$ cat config.mk
export PLATFORM = sky130hd
export DESIGN_NAME = branch_unit_top
export DESIGN_NICKNAME = d
export VERILOG_FILES = /design/src/verilog/isa_pkg.sv /design/src/verilog/arch_pkg.sv /design/src/verilog/resolve_if.sv /design/src/verilog/branch_unit_top.sv /design/src/verilog/branch_resolve.sv /design/src/verilog/loop_counter.sv /design/src/verilog/cond_reg_file.sv /design/src/verilog/branch_eval.sv
export SDC_FILE = /design/constraint.sdc
export NUM_CORES = 1
export LEC_CHECK = 0
export BUFFER_PORTS_ARGS = -buffer_cell sky130_fd_sc_hd__buf_2
export CAP_MARGIN = 20
export CORE_MARGIN = 2
export CORE_UTILIZATION = 40
export CTS_CLUSTER_DIAMETER = 100
export CTS_CLUSTER_SIZE = 24
export DETAILED_ROUTE_END_ITERATION = 7
export GPL_ROUTABILITY_DRIVEN = 0
export HOLD_SLACK_MARGIN = 0.12
export MAX_ROUTING_LAYER = met4
export PLACE_DENSITY = 0.69
export SYNTH_ARGS = -nofsm -noshare
export SYNTH_HDL_FRONTEND = slang
export SYNTH_SLANG_ARGS = --single-unit
$ cat constraint.sdc
create_clock -name clk -period 10 [get_ports clk]
set_input_delay 2 -clock clk [delete_from_list [all_inputs] [get_ports clk]]
set_output_delay 2 -clock clk [all_outputs]
set_load 0.01 [all_outputs]
$ cat src/verilog/isa_pkg.sv
package isa_pkg;

	// ==========================================================
	// Instruction word and its fields
	// ==========================================================

	typedef logic [31:0] instruction_t;
	typedef logic [6:0] opcode_t;
	typedef logic [2:0] cond_t;

	// Bit positions of the fields, given as low bit and width
	localparam int unsigned OPC_LSB   = 0;
	localparam int unsigned OPC_W     = 7;
	localparam int unsigned CND_LSB   = 8;
	localparam int unsigned CND_W     = 3;
	localparam int unsigned CRF_LSB   = 17;
	localparam int unsigned CRF_W     = 3;
	// Short displacement of the conditional branches
	localparam int unsigned SDISP_LSB = 20;
	localparam int unsigned SDISP_W   = 12;
	// Long displacement of the unconditional branches
	localparam int unsigned LDISP_LSB = 7;
	localparam int unsigned LDISP_W   = 25;

	// Every instruction is one 32-bit word
	localparam int unsigned INSTR_BYTES = 4;

	// Branch opcodes, two encodings each
	localparam opcode_t OP_B0   = 7'd32;
	localparam opcode_t OP_B1   = 7'd33;
	localparam opcode_t OP_BCC0 = 7'd40;
	localparam opcode_t OP_BCC1 = 7'd41;

	// Condition codes of the conditional branches
	localparam cond_t CC_NZ_CLR = 3'd0;
	localparam cond_t CC_Z_CLR  = 3'd1;
	localparam cond_t CC_CLR    = 3'd2;
	localparam cond_t CC_NZ_SET = 3'd3;
	localparam cond_t CC_Z_SET  = 3'd4;
	localparam cond_t CC_SET    = 3'd5;
	localparam cond_t CC_NZ     = 3'd6;
	localparam cond_t CC_Z      = 3'd7;

endpackage

$ cat src/verilog/arch_pkg.sv
package arch_pkg;

	// ==========================================================
	// Architectural state shared by the whole core
	// ==========================================================

	// A general data value as held in registers
	// The loop counter and its load data use this width
	typedef logic [63:0] value_t;

	// An instruction address in bytes
	// The program counter and every branch target are this wide
	typedef logic [63:0] address_t;

	// Privilege mode of the core
	// Each mode owns one 8-bit bank of the condition register
	typedef logic [1:0] operating_mode_t;

	// The whole condition register with four banks of eight bits
	typedef logic [31:0] cond_reg_t;

	// Index of a single condition register bit
	// The upper two bits are the mode and the lower three pick a bit in the bank
	typedef logic [4:0] cr_sel_t;

endpackage
$ cat src/verilog/resolve_if.sv
`timescale 1ns/10ps

// One resolved branch as it leaves the resolve stage
interface resolve_if;

	// Pulses for one cycle per accepted instruction
	logic valid;
	// Branch decision of the resolved instruction
	logic taken;
	// Next fetch address, either the branch address or the fall-through
	arch_pkg::address_t target;
	// Asks the loop counter to count down by one
	logic count_dec;

	// The resolve stage produces every field from its registers
	modport source (
		output valid,
		output taken,
		output target,
		output count_dec
	);

	// The state blocks and the top ports only observe
	modport sink (
		input valid,
		input taken,
		input target,
		input count_dec
	);

endinterface

$ cat src/verilog/branch_unit_top.sv
`timescale 1ns/10ps

module branch_unit_top (
	input logic clk,
	input logic rst_n,
	input arch_pkg::operating_mode_t om,
	input logic in_valid,
	input isa_pkg::instruction_t instr,
	input arch_pkg::address_t pc,
	input logic cr_we,
	input arch_pkg::cr_sel_t cr_wsel,
	input logic cr_wbit,
	input logic lc_we,
	input arch_pkg::value_t lc_wdata,
	output logic out_valid,
	output logic taken,
	output arch_pkg::address_t target,
	output arch_pkg::value_t lc_value
);
	import isa_pkg::*;

	logic cr_bit;

	resolve_if res_bus ();

	// ==========================================================
	// State blocks
	// ==========================================================

	// The field of the instruction goes straight to the register read
	cond_reg_file u_cr (
		.clk(clk),
		.rst_n(rst_n),
		.we(cr_we),
		.wsel(cr_wsel),
		.wbit(cr_wbit),
		.om(om),
		.crf(instr[CRF_LSB +: CRF_W]),
		.rbit(cr_bit),
		.cr()
	);

	loop_counter u_lc (
		.clk(clk),
		.rst_n(rst_n),
		.we(lc_we),
		.wdata(lc_wdata),
		.res(res_bus),
		.lc(lc_value)
	);

	// ==========================================================
	// Resolve stage
	// ==========================================================

	branch_resolve u_resolve (
		.clk(clk),
		.rst_n(rst_n),
		.in_valid(in_valid),
		.instr(instr),
		.pc(pc),
		.cr_bit(cr_bit),
		.lc(lc_value),
		.res(res_bus)
	);

	// Resolved branch out to the core
	assign out_valid = res_bus.valid;
	assign taken = res_bus.taken;
	assign target = res_bus.target;

endmodule

$ cat src/verilog/branch_resolve.sv
`timescale 1ns/10ps

module branch_resolve (
	input logic clk,
	input logic rst_n,
	input logic in_valid,
	input isa_pkg::instruction_t instr,
	input arch_pkg::address_t pc,
	input logic cr_bit,
	input arch_pkg::value_t lc,
	resolve_if.source res
);
	import arch_pkg::*;
	import isa_pkg::*;

	opcode_t opc;
	logic is_long;
	logic takb;
	logic is_count;
	address_t disp_words;
	address_t branch_addr;
	address_t fall_addr;

	branch_eval u_eval (
		.instr(instr),
		.cr_bit(cr_bit),
		.lc(lc),
		.takb(takb),
		.is_count(is_count)
	);

	// ==========================================================
	// Target address
	// ==========================================================

	assign opc = instr[OPC_LSB +: OPC_W];
	// Unconditional branches carry the long displacement
	assign is_long = (opc == OP_B0) || (opc == OP_B1);

	// Sign-extend the displacement in words to the full address width
	always_comb begin
		if (is_long) begin
			disp_words = {{(64 - LDISP_W){instr[LDISP_LSB + LDISP_W - 1]}},
				instr[LDISP_LSB +: LDISP_W]};
		end else begin
			disp_words = {{(64 - SDISP_W){instr[SDISP_LSB + SDISP_W - 1]}},
				instr[SDISP_LSB +: SDISP_W]};
		end
	end

	// Word counts become byte offsets by the instruction size
	assign branch_addr = pc + disp_words * address_t'(INSTR_BYTES);
	assign fall_addr = pc + address_t'(INSTR_BYTES);

	// ==========================================================
	// Result registers
	// ==========================================================

	// Control strobes clear on reset
	always_ff @(posedge clk) begin
		if (!rst_n) begin
			res.valid <= 1'b0;
			res.count_dec <= 1'b0;
		end else begin
			res.valid <= in_valid;
			res.count_dec <= in_valid && is_count;
		end
	end

	// Decision and target are only meaningful with valid
	always_ff @(posedge clk) begin
		if (in_valid) begin
			res.taken <= takb;
			res.target <= takb ? branch_addr : fall_addr;
		end
	end

	// Nothing may resolve in the cycle right after reset
	a_quiet_after_reset: assert property (
		@(posedge clk) !rst_n |=> !res.valid
	) else $error("branch_resolve: valid high right after reset");

endmodule

$ cat src/verilog/loop_counter.sv
`timescale 1ns/10ps

module loop_counter (
	input logic clk,
	input logic rst_n,
	input logic we,
	input arch_pkg::value_t wdata,
	resolve_if.sink res,
	output arch_pkg::value_t lc
);
	import arch_pkg::*;

	logic lc_zero;

	assign lc_zero = (lc == '0);

	// ==========================================================
	// Counter update
	// ==========================================================

	// A load from the core wins over a count-down on the same edge
	// The count-down stops at zero so a loop never wraps around
	always_ff @(posedge clk) begin
		if (!rst_n) begin
			lc <= '0;
		end else if (we) begin
			lc <= wdata;
		end else if (res.count_dec && !lc_zero) begin
			lc <= lc - value_t'(1);
		end
	end

	// A count-down at zero without a load must leave the counter at zero
	a_no_wrap: assert property (
		@(posedge clk) disable iff (!rst_n)
		(res.count_dec && !we && lc_zero) |=> (lc == '0)
	) else $error("loop_counter: count-down wrapped below zero");

	// The resolve stage only asks for a count-down with a resolved branch
	a_dec_with_valid: assert property (
		@(posedge clk) disable iff (!rst_n)
		res.count_dec |-> res.valid
	) else $error("loop_counter: count_dec without valid");

endmodule

$ cat src/verilog/cond_reg_file.sv
`timescale 1ns/10ps

module cond_reg_file (
	input logic clk,
	input logic rst_n,
	input logic we,
	input arch_pkg::cr_sel_t wsel,
	input logic wbit,
	input arch_pkg::operating_mode_t om,
	input logic [2:0] crf,
	output logic rbit,
	output arch_pkg::cond_reg_t cr
);
	import arch_pkg::*;

	cr_sel_t rsel;

	// ==========================================================
	// Register update
	// ==========================================================

	// The core writes one addressed bit per cycle
	// A write lands on the edge and is seen by the next instruction
	always_ff @(posedge clk) begin
		if (!rst_n) begin
			cr <= '0;
		end else if (we) begin
			cr[wsel] <= wbit;
		end
	end

	// ==========================================================
	// Mode-indexed read
	// ==========================================================

	// The mode picks the bank and the instruction field picks the bit
	assign rsel = {om, crf};
	assign rbit = cr[rsel];

	// An unknown write index would corrupt an unknown bit of some bank
	a_wsel_known: assert property (
		@(posedge clk) disable iff (!rst_n)
		we |-> !$isunknown(wsel)
	) else $error("cond_reg_file: write index unknown while we is high");

endmodule

$ cat src/verilog/branch_eval.sv
`timescale 1ns/10ps

module branch_eval (
	input isa_pkg::instruction_t instr,
	input logic cr_bit,
	input arch_pkg::value_t lc,
	output logic takb,
	output logic is_count
);
	import isa_pkg::*;

	opcode_t opc;
	cond_t cnd;
	logic lc_zero;
	logic is_bcc;

	// ==========================================================
	// Field decode
	// ==========================================================

	assign opc = instr[OPC_LSB +: OPC_W];
	assign cnd = instr[CND_LSB +: CND_W];

	// Most conditions test the counter against zero
	assign lc_zero = (lc == '0);
	assign is_bcc = (opc == OP_BCC0) || (opc == OP_BCC1);

	// ==========================================================
	// Taken decision
	// ==========================================================

	always_comb begin
		case (opc)
			OP_BCC0, OP_BCC1: begin
				// Eight codes mix the counter test and the selected bit
				case (cnd)
					CC_NZ_CLR: takb = !lc_zero && !cr_bit;
					CC_Z_CLR:  takb = lc_zero && !cr_bit;
					CC_CLR:    takb = !cr_bit;
					CC_NZ_SET: takb = !lc_zero && cr_bit;
					CC_Z_SET:  takb = lc_zero && cr_bit;
					CC_SET:    takb = cr_bit;
					CC_NZ:     takb = !lc_zero;
					default:   takb = lc_zero;
				endcase
			end
			// Unconditional branches always go
			OP_B0, OP_B1: takb = 1'b1;
			// Anything that is not a branch falls through
			default: takb = 1'b0;
		endcase
	end

	// Only the two pure bit tests leave the counter alone
	// Non-branch opcodes never count, so the opcode gates the flag here
	always_comb begin
		is_count = is_bcc && (cnd != CC_CLR) && (cnd != CC_SET);
	end

endmodule

==> results of run 1 <==
per-stage QoR:
stage	setup WS [ns]	util [%]	total power, mW	hold slack, ns	cells
CTS	1.67	49.5	1.76	0.457	1894
global route	1.29	49.6	1.82	0.485	1904
detailed placement	1.25	47.2	1.07	0.447	1862
floorplan	1.23	-	0.943	0.433	1274
finish	1.56	49.6	1.74	0.455	1904
global placement	1.42	47.2	1.07	0.440	1862
final timing paths:
kind                                   end         from  cells after the start
setup / recovery  u_resolve.res.target[61]    instr[17]                     21
hold / removal                 u_cr.cr[17]  u_cr.cr[17]                      2
setup reg to reg  u_resolve.res.target[61]  u_lc.lc[19]                     21
hold reg to reg                u_cr.cr[17]  u_cr.cr[17]                      2
cells by family after synthesis:
logic type,synth area share [%]
AND/OR/NAND/NOR,20.3
flip-flops,35.8
multiplexers,2.13
adder cells (fa/ha/maj),7.27
buffers and inverters,3.32
AO/OA/AOI/OAI,22.1
XOR/XNOR,9.13
state kept, by name (all words and copies together) (netlist names):
| register | count |
|---|---|
| u_cr.cr | 32 |
| u_lc.lc | 64 |
| u_resolve.res.count_dec | 1 |
| u_resolve.res.taken | 1 |
| u_resolve.res.target | 64 |
| u_resolve.res.valid | 1 |
area by class of cell:
class	count	area [um2]
Clock buffer	17	425
Antenna cell	10	25.0
Tap cell	341	427
Fill cell	2591	13500
Sequential cell	163	3910
Inverter	29	109
Clock inverter	15	186
Multi-Input combinational cell	1020	6680
Timing Repair Buffer	309	1570
cell usage in the layout (no fill, tap or decap), types with 33 or more instances in the layout:
cell / Yosys / layout
a21o_1: 40 / 40
o21ai_0: 64 / 64
xnor2_1: 64 / 64
nor2_1: 140 / 140
buf_2: 2 / 301
xor2_1: 50 / 50
edfxtp_1: 65 / 65
dfxtp_1: 98 / 98
nand3_1: 33 / 33
a211oi_1: 40 / 40
a21oi_1: 121 / 121
nand2_1: 125 / 125
ha_1: 62 / 62
power by group:
group	internal, mW	total, mW	switching (mW)
registers	0.738	0.768	0.0301
logic	0.118	0.291	0.172
clock network	0.343	0.686	0.343
layer usage:
layer  global-route usage, %  up-vias  routed length [um]
met3                    5.41       56                2440
met5                       -        -                   0
met1                    29.3     5041               14600
met2                    34.8      400               15300
li1                        -     5225                   -
met4                    8.36        0                 796
critical path, delay by kind of cell:
kind                     cells  cell delay [ns]
buffers and inverters        1             0.31
AO/OA/AOI/OAI               12             3.95
multiplexers                 3             1.24
adder cells (fa/ha/maj)      1             0.37
AND/OR/NAND/NOR              4             0.79
==> flow_metrics.tcl, run 1 <==
set metrics [dict create \
    synth_area_leaders "dfxtp_1 (18%), edfxtp_1 (18%), ha_1 (7.1%)" \
    numPortBuffers 301 \
    core_area_um2 26900 \
    vias 10722 \
    cp_slowest_cell "mux4_2" \
    seq_area_frac_synth_pct 35.8 \
    path_class "in -> reg" \
    ys_warn_count 0 \
    cp-end-kind "register" \
    worstPathRequired_ns 10.21 \
    yosysMostFrequentCell "nor2_1" \
    row_count 60 \
    grt_usage_pct 22.7 \
    overflow 0 \
    clockRootBuffer "clkbuf_16" \
    dr.first_iter.drc_count 818 \
    via_per_inst 5.63 \
    setup_tns_ns 0 \
    firstDrtPassIters 5 \
    post_cts_buffers 0 \
    hold_path_class "reg -> reg" \
    synth.net_count 1510 \
    clock-sinks 163 \
    synth_flop_cell "dfxtp_1" \
    dieArea_um2 28700 \
    ant_nets 0 \
    placed_area_um2 12700 \
    nets 1776 \
    powerDensity_nw_per_um2 131 \
    start_kind "primary input" \
    hpwl_um 24900 \
    synth_top_cell_area_share_pct 17.9 \
    worst_ep_arrival_time_ns 8.65 \
    wl_per_cell_um 17.4 \
    post-route-period-util_pct 84.4 \
    crit_chain "buf_2, mux4_2, mux2_2, o21ai_0, o211a_1, nor4_1, a211oi_2, nand2_1, a21o_1, o21a_1, ha_1, nand2_1, nor2_1, a221oi_1, a2111o_1, a31oi_1, a211oi_1, o21ai_0, a21oi_1, mux2_2, a2111oi_0" \
    clock_skew_ns 0.0162 \
    relSlewSlack_pct 30.1 \
    grt_pass1_wl_um 50600 \
    numCtsBuffers 17 \
    synth.cell_area_um2 10900 \
    area_growth_pct 21.9 \
    ir_worst_vdd_v 0.0000779 \
    power.leakage_nw 5.85 \
    yosysTopAreaCell "dfxtp_1" \
    io_pins 303 \
    htree_levels 4 \
    max_stage_delay_ns 0.57 \
    worstMarginPinSlew_ns 1.05 \
    slew_viol_final 0 \
    cts_hold_buf 0 \
    synth_edf_count 65 \
    start_util_pct 40.7 \
    grt_pass1_vias 9745 \
    cts_tree "done" \
    synthArstFlopShare_pct 0 \
    syn_inst 1274 \
    ys_types 79 \
    synth_common_cells "nor2_1 (140), nand2_1 (125), a21oi_1 (121)" \
    cts-resized-gates 0 \
    antenna_found_initial 11 \
    finalSetupViolations 0 \
    final_layout_size_suffix_gt1_share_pct 24.5 \
    die_w_um 169 \
    fmax_mhz 118 \
    status "complete, no violations" \
    critPathMaxFanout 13 \
    min_period_ns 8.44 \
    clk_pin_slew_worst_paths_ns 0.07 \
    r2r_slack_ns 2.33 \
    drt_wl_total_um 33200 \
    grt_max_degree 83 \
    die_h_um 169 \
    drc 0 \
    syn_area_per_cell_um2 8.59 \
    ys_ff_latch 163 \
    clock_latency_ns 0.44 \
    final_cell_area_um2 13300 \
    maxCapViolCount 0 \
    finalHoldViolations 0 \
    rsz0062_at_grt "false" \
    cts.path.max_buffers 2 \
]
Power figures use the tool's default switching activity.
==> run 2: changes to the inputs <==
--- a/config.mk
+++ b/config.mk
@@ -5,6 +5,7 @@
 export SDC_FILE = /design/constraint.sdc
 export NUM_CORES = 1
 export LEC_CHECK = 0
+export ABC_AREA = 1
 export BUFFER_PORTS_ARGS = -buffer_cell sky130_fd_sc_hd__buf_2
 export CAP_MARGIN = 20
 export CORE_MARGIN = 2
@@ -15,7 +16,7 @@
 export GPL_ROUTABILITY_DRIVEN = 0
 export HOLD_SLACK_MARGIN = 0.12
 export MAX_ROUTING_LAYER = met4
-export PLACE_DENSITY = 0.69
+export PLACE_DENSITY = 0.7
 export SYNTH_ARGS = -nofsm -noshare
 export SYNTH_HDL_FRONTEND = slang
 export SYNTH_SLANG_ARGS = --single-unit
==> constraint.sdc (replaced) <==
create_clock -name clk -period 7 [get_ports clk]
set_input_delay 1.4 -clock clk [delete_from_list [all_inputs] [get_ports clk]]
set_output_delay 1.4 -clock clk [all_outputs]
set_load 0.01 [all_outputs]
==> flow_metrics.tcl, run 2 <==
set metrics [dict create \
    status "complete, no violations" \
    clock-sinks 163 \
    numCtsBuffers 17 \
    p_sw_share_pct 33.7 \
    multi_input_area_um2 7730 \
    synth_edf_count 65 \
    ant_nets 0 \
    synth_common_cells "nand2_1 (316), nor2_1 (239), inv_1 (182)" \
    clock_latency_ns 0.45 \
    vias 13960 \
    core_area_um2 30700 \
    clockRootBuffer "clkbuf_16" \
    cts-resized-gates 0 \
    power.leakage_nw 6.80 \
    final_layout_size_suffix_gt1_share_pct 19.5 \
    netSwitchingPower_mw 0.871 \
    cp_slowest_cell "o21ai_0" \
    nets 2330 \
    finalHoldViolations 0 \
    synth_flop_cell "dfxtp_1" \
    hold_ws_ns 0.476 \
    final_cells 2511 \
    post_cts_buffers 0 \
    dieArea_um2 32900 \
    dp.cells 2471 \
    numPortBuffers 301 \
    pwr-share-comb_pct 20.5 \
    critPathMaxFanout 13 \
    drt_wl_total_um 42100 \
    final_cell_mix "nand2_1 (316), buf_2 (301), nor2_1 (239)" \
    path_class "in -> reg" \
    seq_area_um2 3910 \
    drc 0 \
    io_pins 303 \
    ir_worst_vdd_v 0.000148 \
    synth.cell_area_um2 12600 \
    setup_tns_ns 0 \
    ys_ff_latch 163 \
    worstMarginPinSlew_ns 1.13 \
    fillers 3092 \
    die_w_um 181 \
    intPower_mw 1.71 \
    worstPathRequired_ns 7.19 \
    fmax_mhz 179 \
    grt_pass1_vias 12722 \
    ys_warn_count 0 \
    cp-end-kind "register" \
    worst_ep_arrival_time_ns 5.76 \
    firstDrtPassIters 6 \
    synth.net_count 2047 \
    overflow 0 \
    clk_pin_slew_worst_paths_ns 0.07 \
    grt_usage_pct 25.4 \
    cpMostUsedCell "nand2_1" \
    rsz0062_at_grt "false" \
    syn_area_per_cell_um2 6.95 \
    yosysMostFrequentCell "nand2_1" \
    htree_levels 4 \
    wl_per_cell_um 16.8 \
    hold_path_class "reg -> reg" \
    start_kind "primary input" \
    post-route-period-util_pct 79.6 \
    p_clk_share_pct 37.2 \
    ys_types 54 \
    grt_max_degree 85 \
    clock_skew_ns 0.0171 \
    synth_area_leaders "dfxtp_1 (16%), edfxtp_1 (16%), nand2_1 (9.4%)" \
    dr.first_iter.drc_count 1215 \
    seqPwrFrac_pct 42.3 \
    cts.path.max_buffers 2 \
    maxCapViolCount 0 \
    synthArstFlopShare_pct 0 \
    area_growth_pct 19.6 \
    cp_top_family "simple AND/OR/NAND/NOR gates" \
    die_h_um 181 \
    min_period_ns 5.57 \
    top_regs "u_lc.lc: 64 flops, u_resolve.res.target: 64 flops, u_cr.cr: 32 flops" \
    start_util_pct 40.9 \
    relSlewSlack_pct 24.3 \
    finalSetupViolations 0 \
    powerDensity_nw_per_um2 172 \
    critical_path_buf_inv_count 3 \
    seq_area_frac_synth_pct 31.1 \
    final_common_cell "nand2_1" \
    fin_total_pwr_mw 2.58 \
    row_count 64 \
    cts_tree "done" \
    synth_top_cell_area_share_pct 15.6 \
    antenna_found_initial 8 \
    fin_util_pct 48.9 \
    cts_hold_buf 0 \
    grt_pass1_wl_um 65200 \
    yosysTopAreaCell "dfxtp_1" \
    via_per_inst 5.56 \
    slew_viol_final 0 \
    syn_inst 1811 \
    max_stage_delay_ns 0.58 \
    hpwl_um 32500 \
]
[run 2: changes by cell type in the layout (fill, tap and decap cells not counted), moves of 28 or more]
cell and delta:
nor3_1 +34, a31oi_1 +31, inv_1 +154, a211oi_1 -32
xnor2_1 -33, a21oi_1 +52, o21ai_0 +70, nand3_1 +74
nor2_1 +99, nand2_1 +191, a21o_1 -28
[run 2: layout make-up]
cell class / instances / share of cell area (%)
multi-input cells: 1409 / 51.4
flip-flops and latches: 163 / 26.0
repair buffers: 311 / 10.5
inverters: 192 / 4.79
well taps: 396 / 3.29
clock buffers: 17 / 2.83
clock inverters: 15 / 1.04
diodes: 8 / 0.133
[run 2: worst paths after layout]
path / startpoint / endpoint / slack (ns) / depth (start not counted)
min reg2reg: u_cr.cr[11] / u_cr.cr[11] / 0.48 / 2
min: u_cr.cr[11] / u_cr.cr[11] / 0.48 / 2
max: instr[18] / u_resolve.res.target[46] / 1.43 / 26
max reg2reg: u_lc.lc[0] / u_resolve.res.target[46] / 2.18 / 25
[run 2: power groups by stage]
stage	clock network, mW	registers (mW)	logic [mW]
final	0.960	1.09	0.531
after global routing	1.01	1.10	0.587
after CTS	0.970	1.09	0.526
after detailed placement	0	1.11	0.522
after global placement	0	1.11	0.513
after floorplan	0	1.13	0.302
[run 2: cell families (layout without fill, tap and decap cells)]
group	Yosys count	after routing	share of synthesized area, %
and+or+nand+nor	808	808	28.8
AOI/OAI and AO/OA	448	448	20.1
buffers and inverters	239	535	7.44
DFF	163	163	31.1
xor gates and xnor gates	90	90	6.26
adders and majority gates	63	63	6.32
other	0	8	0
[run 2: worst min-delay path: stages (launching register included)]
cell	delay, ns
dfxtp_1	0.31
o21ai_0	0.07
a21oi_1	0.06
[run 2: metal layers]
layer  global-route usage [%]  wire, um
met5                        -         0
met4                     9.56      1140
met3                     4.60      3700
met2                     39.9     19100
met1                     32.7     18100
[run 2: metrics by stage]
stage	setup slack, ns	cell area (um2)
after global placement	1.21	14400
final	1.43	15000
after global routing	1.07	15000
after floorplan	1.88	12600
after CTS	1.56	15000
after detailed placement	1.09	14400
==> run 3: changes to the inputs <==
==> constraint.sdc (replaced) <==
create_clock -name clk -period 5.09 [get_ports clk]
set_input_delay 1.018 -clock clk [delete_from_list [all_inputs] [get_ports clk]]
set_output_delay 1.018 -clock clk [all_outputs]
set_load 0.01 [all_outputs]
==> flow_metrics.tcl, run 3 (same netlist as run 2, synthesis figures left out) <==
set metrics [dict create \
    status "complete, no violations" \
    min_period_ns 4.68 \
    finalSetupViolations 0 \
    placed_area_um2 14700 \
    hold_path_class "reg -> reg" \
    final_cell_area_um2 15400 \
    cts-resized-gates 0 \
    start_util_pct 40.9 \
    clock_skew_ns 0.0162 \
    row_count 64 \
    vias 14129 \
    overflow 0 \
    slew_viol_final 0 \
    core_area_um2 30700 \
    numCtsBuffers 17 \
    area_growth_pct 22.1 \
    cts_hold_buf 0 \
    grt_pass1_vias 12708 \
    final_layout_size_suffix_gt1_share_pct 20.7 \
    post-route-period-util_pct 91.9 \
    powerDensity_nw_per_um2 236 \
    nets 2364 \
    worst_ep_arrival_time_ns 4.87 \
    relSlewSlack_pct 35.6 \
    dieArea_um2 32900 \
    numPortBuffers 301 \
    drt_wl_total_um 42800 \
    post_cts_buffers 0 \
    final_common_cell "nand2_1" \
    fmax_mhz 214 \
    hpwl_um 33300 \
    firstDrtPassIters 5 \
    multi_input_area_um2 7730 \
    antenna_found_initial 8 \
    ir_worst_vdd_v 0.000203 \
    cts_tree "done" \
    cp-end-kind "register" \
    worstPathRequired_ns 5.29 \
    via_per_inst 5.55 \
    seq_area_um2 3910 \
    clk_pin_slew_worst_paths_ns 0.07 \
    cts.path.max_buffers 2 \
    power.leakage_nw 6.99 \
    die_w_um 181 \
    ant_nets 0 \
    io_pins 303 \
    dr.first_iter.drc_count 1219 \
    rsz0062_at_grt "false" \
    path_class "in -> reg" \
    clockRootBuffer "clkbuf_16" \
    wl_per_cell_um 16.8 \
    die_h_um 181 \
    finalHoldViolations 0 \
    final_cell_mix "nand2_1 (316), buf_2 (302), nor2_1 (239)" \
    hold-path-cell-count 2 \
    grt_pass1_wl_um 66200 \
    clock-sinks 163 \
    r2r_cells 27 \
    critPathMaxFanout 29 \
    start_kind "primary input" \
    clock_latency_ns 0.46 \
    worstMarginPinSlew_ns 0.960 \
    drc 0 \
    setup_tns_ns 0 \
    htree_levels 4 \
    fillers 3038 \
    grt_usage_pct 25.9 \
    grt_max_degree 66 \
    top_regs "u_lc.lc: 64 flops, u_resolve.res.target: 64 flops, u_cr.cr: 32 flops" \
    maxCapViolCount 0 \
]
==> run 3: cell types whose count changed in the layout (fill, tap and decap cells not counted) <==
cell       previous run  this run
clkinv_4              3         2
inv_6                 4         3
clkinv_8              2         4
inv_8                 5         4
buf_2               301       302
buf_12                0         2
buf_4                10        41
bufinv_16             0         1
==> run 3: per-layer routing <==
metal,up-vias,share of wire (%),wire [um],global-route usage (%)
met3,83,8.1,3460,3.79
met4,0,2.7,1160,8.72
met1,6486,44,18700,34.4
li1,6854,-,-,-
met5,-,0,0,-
met2,706,46,19500,40.4
==> run 3: worst paths after layout <==
| path | startpoint | to | slack (ns) |
|---|---|---|---|
| setup / recovery | instr[18] | u_resolve.res.target[46] | 0.41 |
| hold reg to reg | u_cr.cr[14] | u_cr.cr[14] | 0.48 |
| hold / removal | u_cr.cr[14] | u_cr.cr[14] | 0.48 |
| setup reg to reg | u_lc.lc[0] | u_resolve.res.target[46] | 0.50 |
==> run 3: worst max-delay path: stages <==
cell      delay (ns)
buf_2           0.09
clkinv_1        0.28
nand3_1         0.22
nand3_1         0.10
nand2_1         0.09
nand2_1         0.06
nand2_1         0.05
nand2_1         0.04
nand2_1         0.11
nor2_1          0.05
nand2_1         0.07
nand2_1         0.06
nand2_2         0.07
nand2_4         0.07
nand2_8         0.10
nand2_1         0.09
inv_1           0.10
buf_12          0.19
ha_1            0.31
a21oi_1         0.20
o21ai_0         0.16
a21oi_1         0.27
a21boi_0        0.25
o21ai_0         0.20
buf_4           0.20
a21oi_1         0.18
o21bai_1        0.10
xor2_1          0.14
==> run 3: layout make-up <==
cell class / count / share of cell area, %
flip-flops and latches: 163 / 25.5
multi-input cells: 1409 / 50.4
clock inverters: 15 / 1.24
inverters: 192 / 4.69
well taps: 396 / 3.23
diodes: 8 / 0.130
repair buffers: 345 / 12.1
clock buffers: 17 / 2.77
==> run 3: through the flow <==
step / setup slack (ns) / util [%] / cells / power (mW) / hold WS [ns]
after CTS: 0.532 / 49.9 / 2537 / 3.63 / 0.475
after detailed placement: 0.0488 / 47.9 / 2505 / 2.26 / 0.466
after global routing: 0.139 / 49.9 / 2545 / 3.78 / 0.497
after floorplan: 0.352 / - / 1811 / 1.96 / 0.450
after global placement: 0.0469 / 47.8 / 2503 / 2.25 / 0.456
final: 0.413 / 49.9 / 2545 / 3.63 / 0.477
==> run 3: report_power, final <==
part,switching [mW],internal (mW)
Sequential,0.0659,1.44
Clock,0.669,0.710
Combinational,0.474,0.271
Total,1.21,2.42
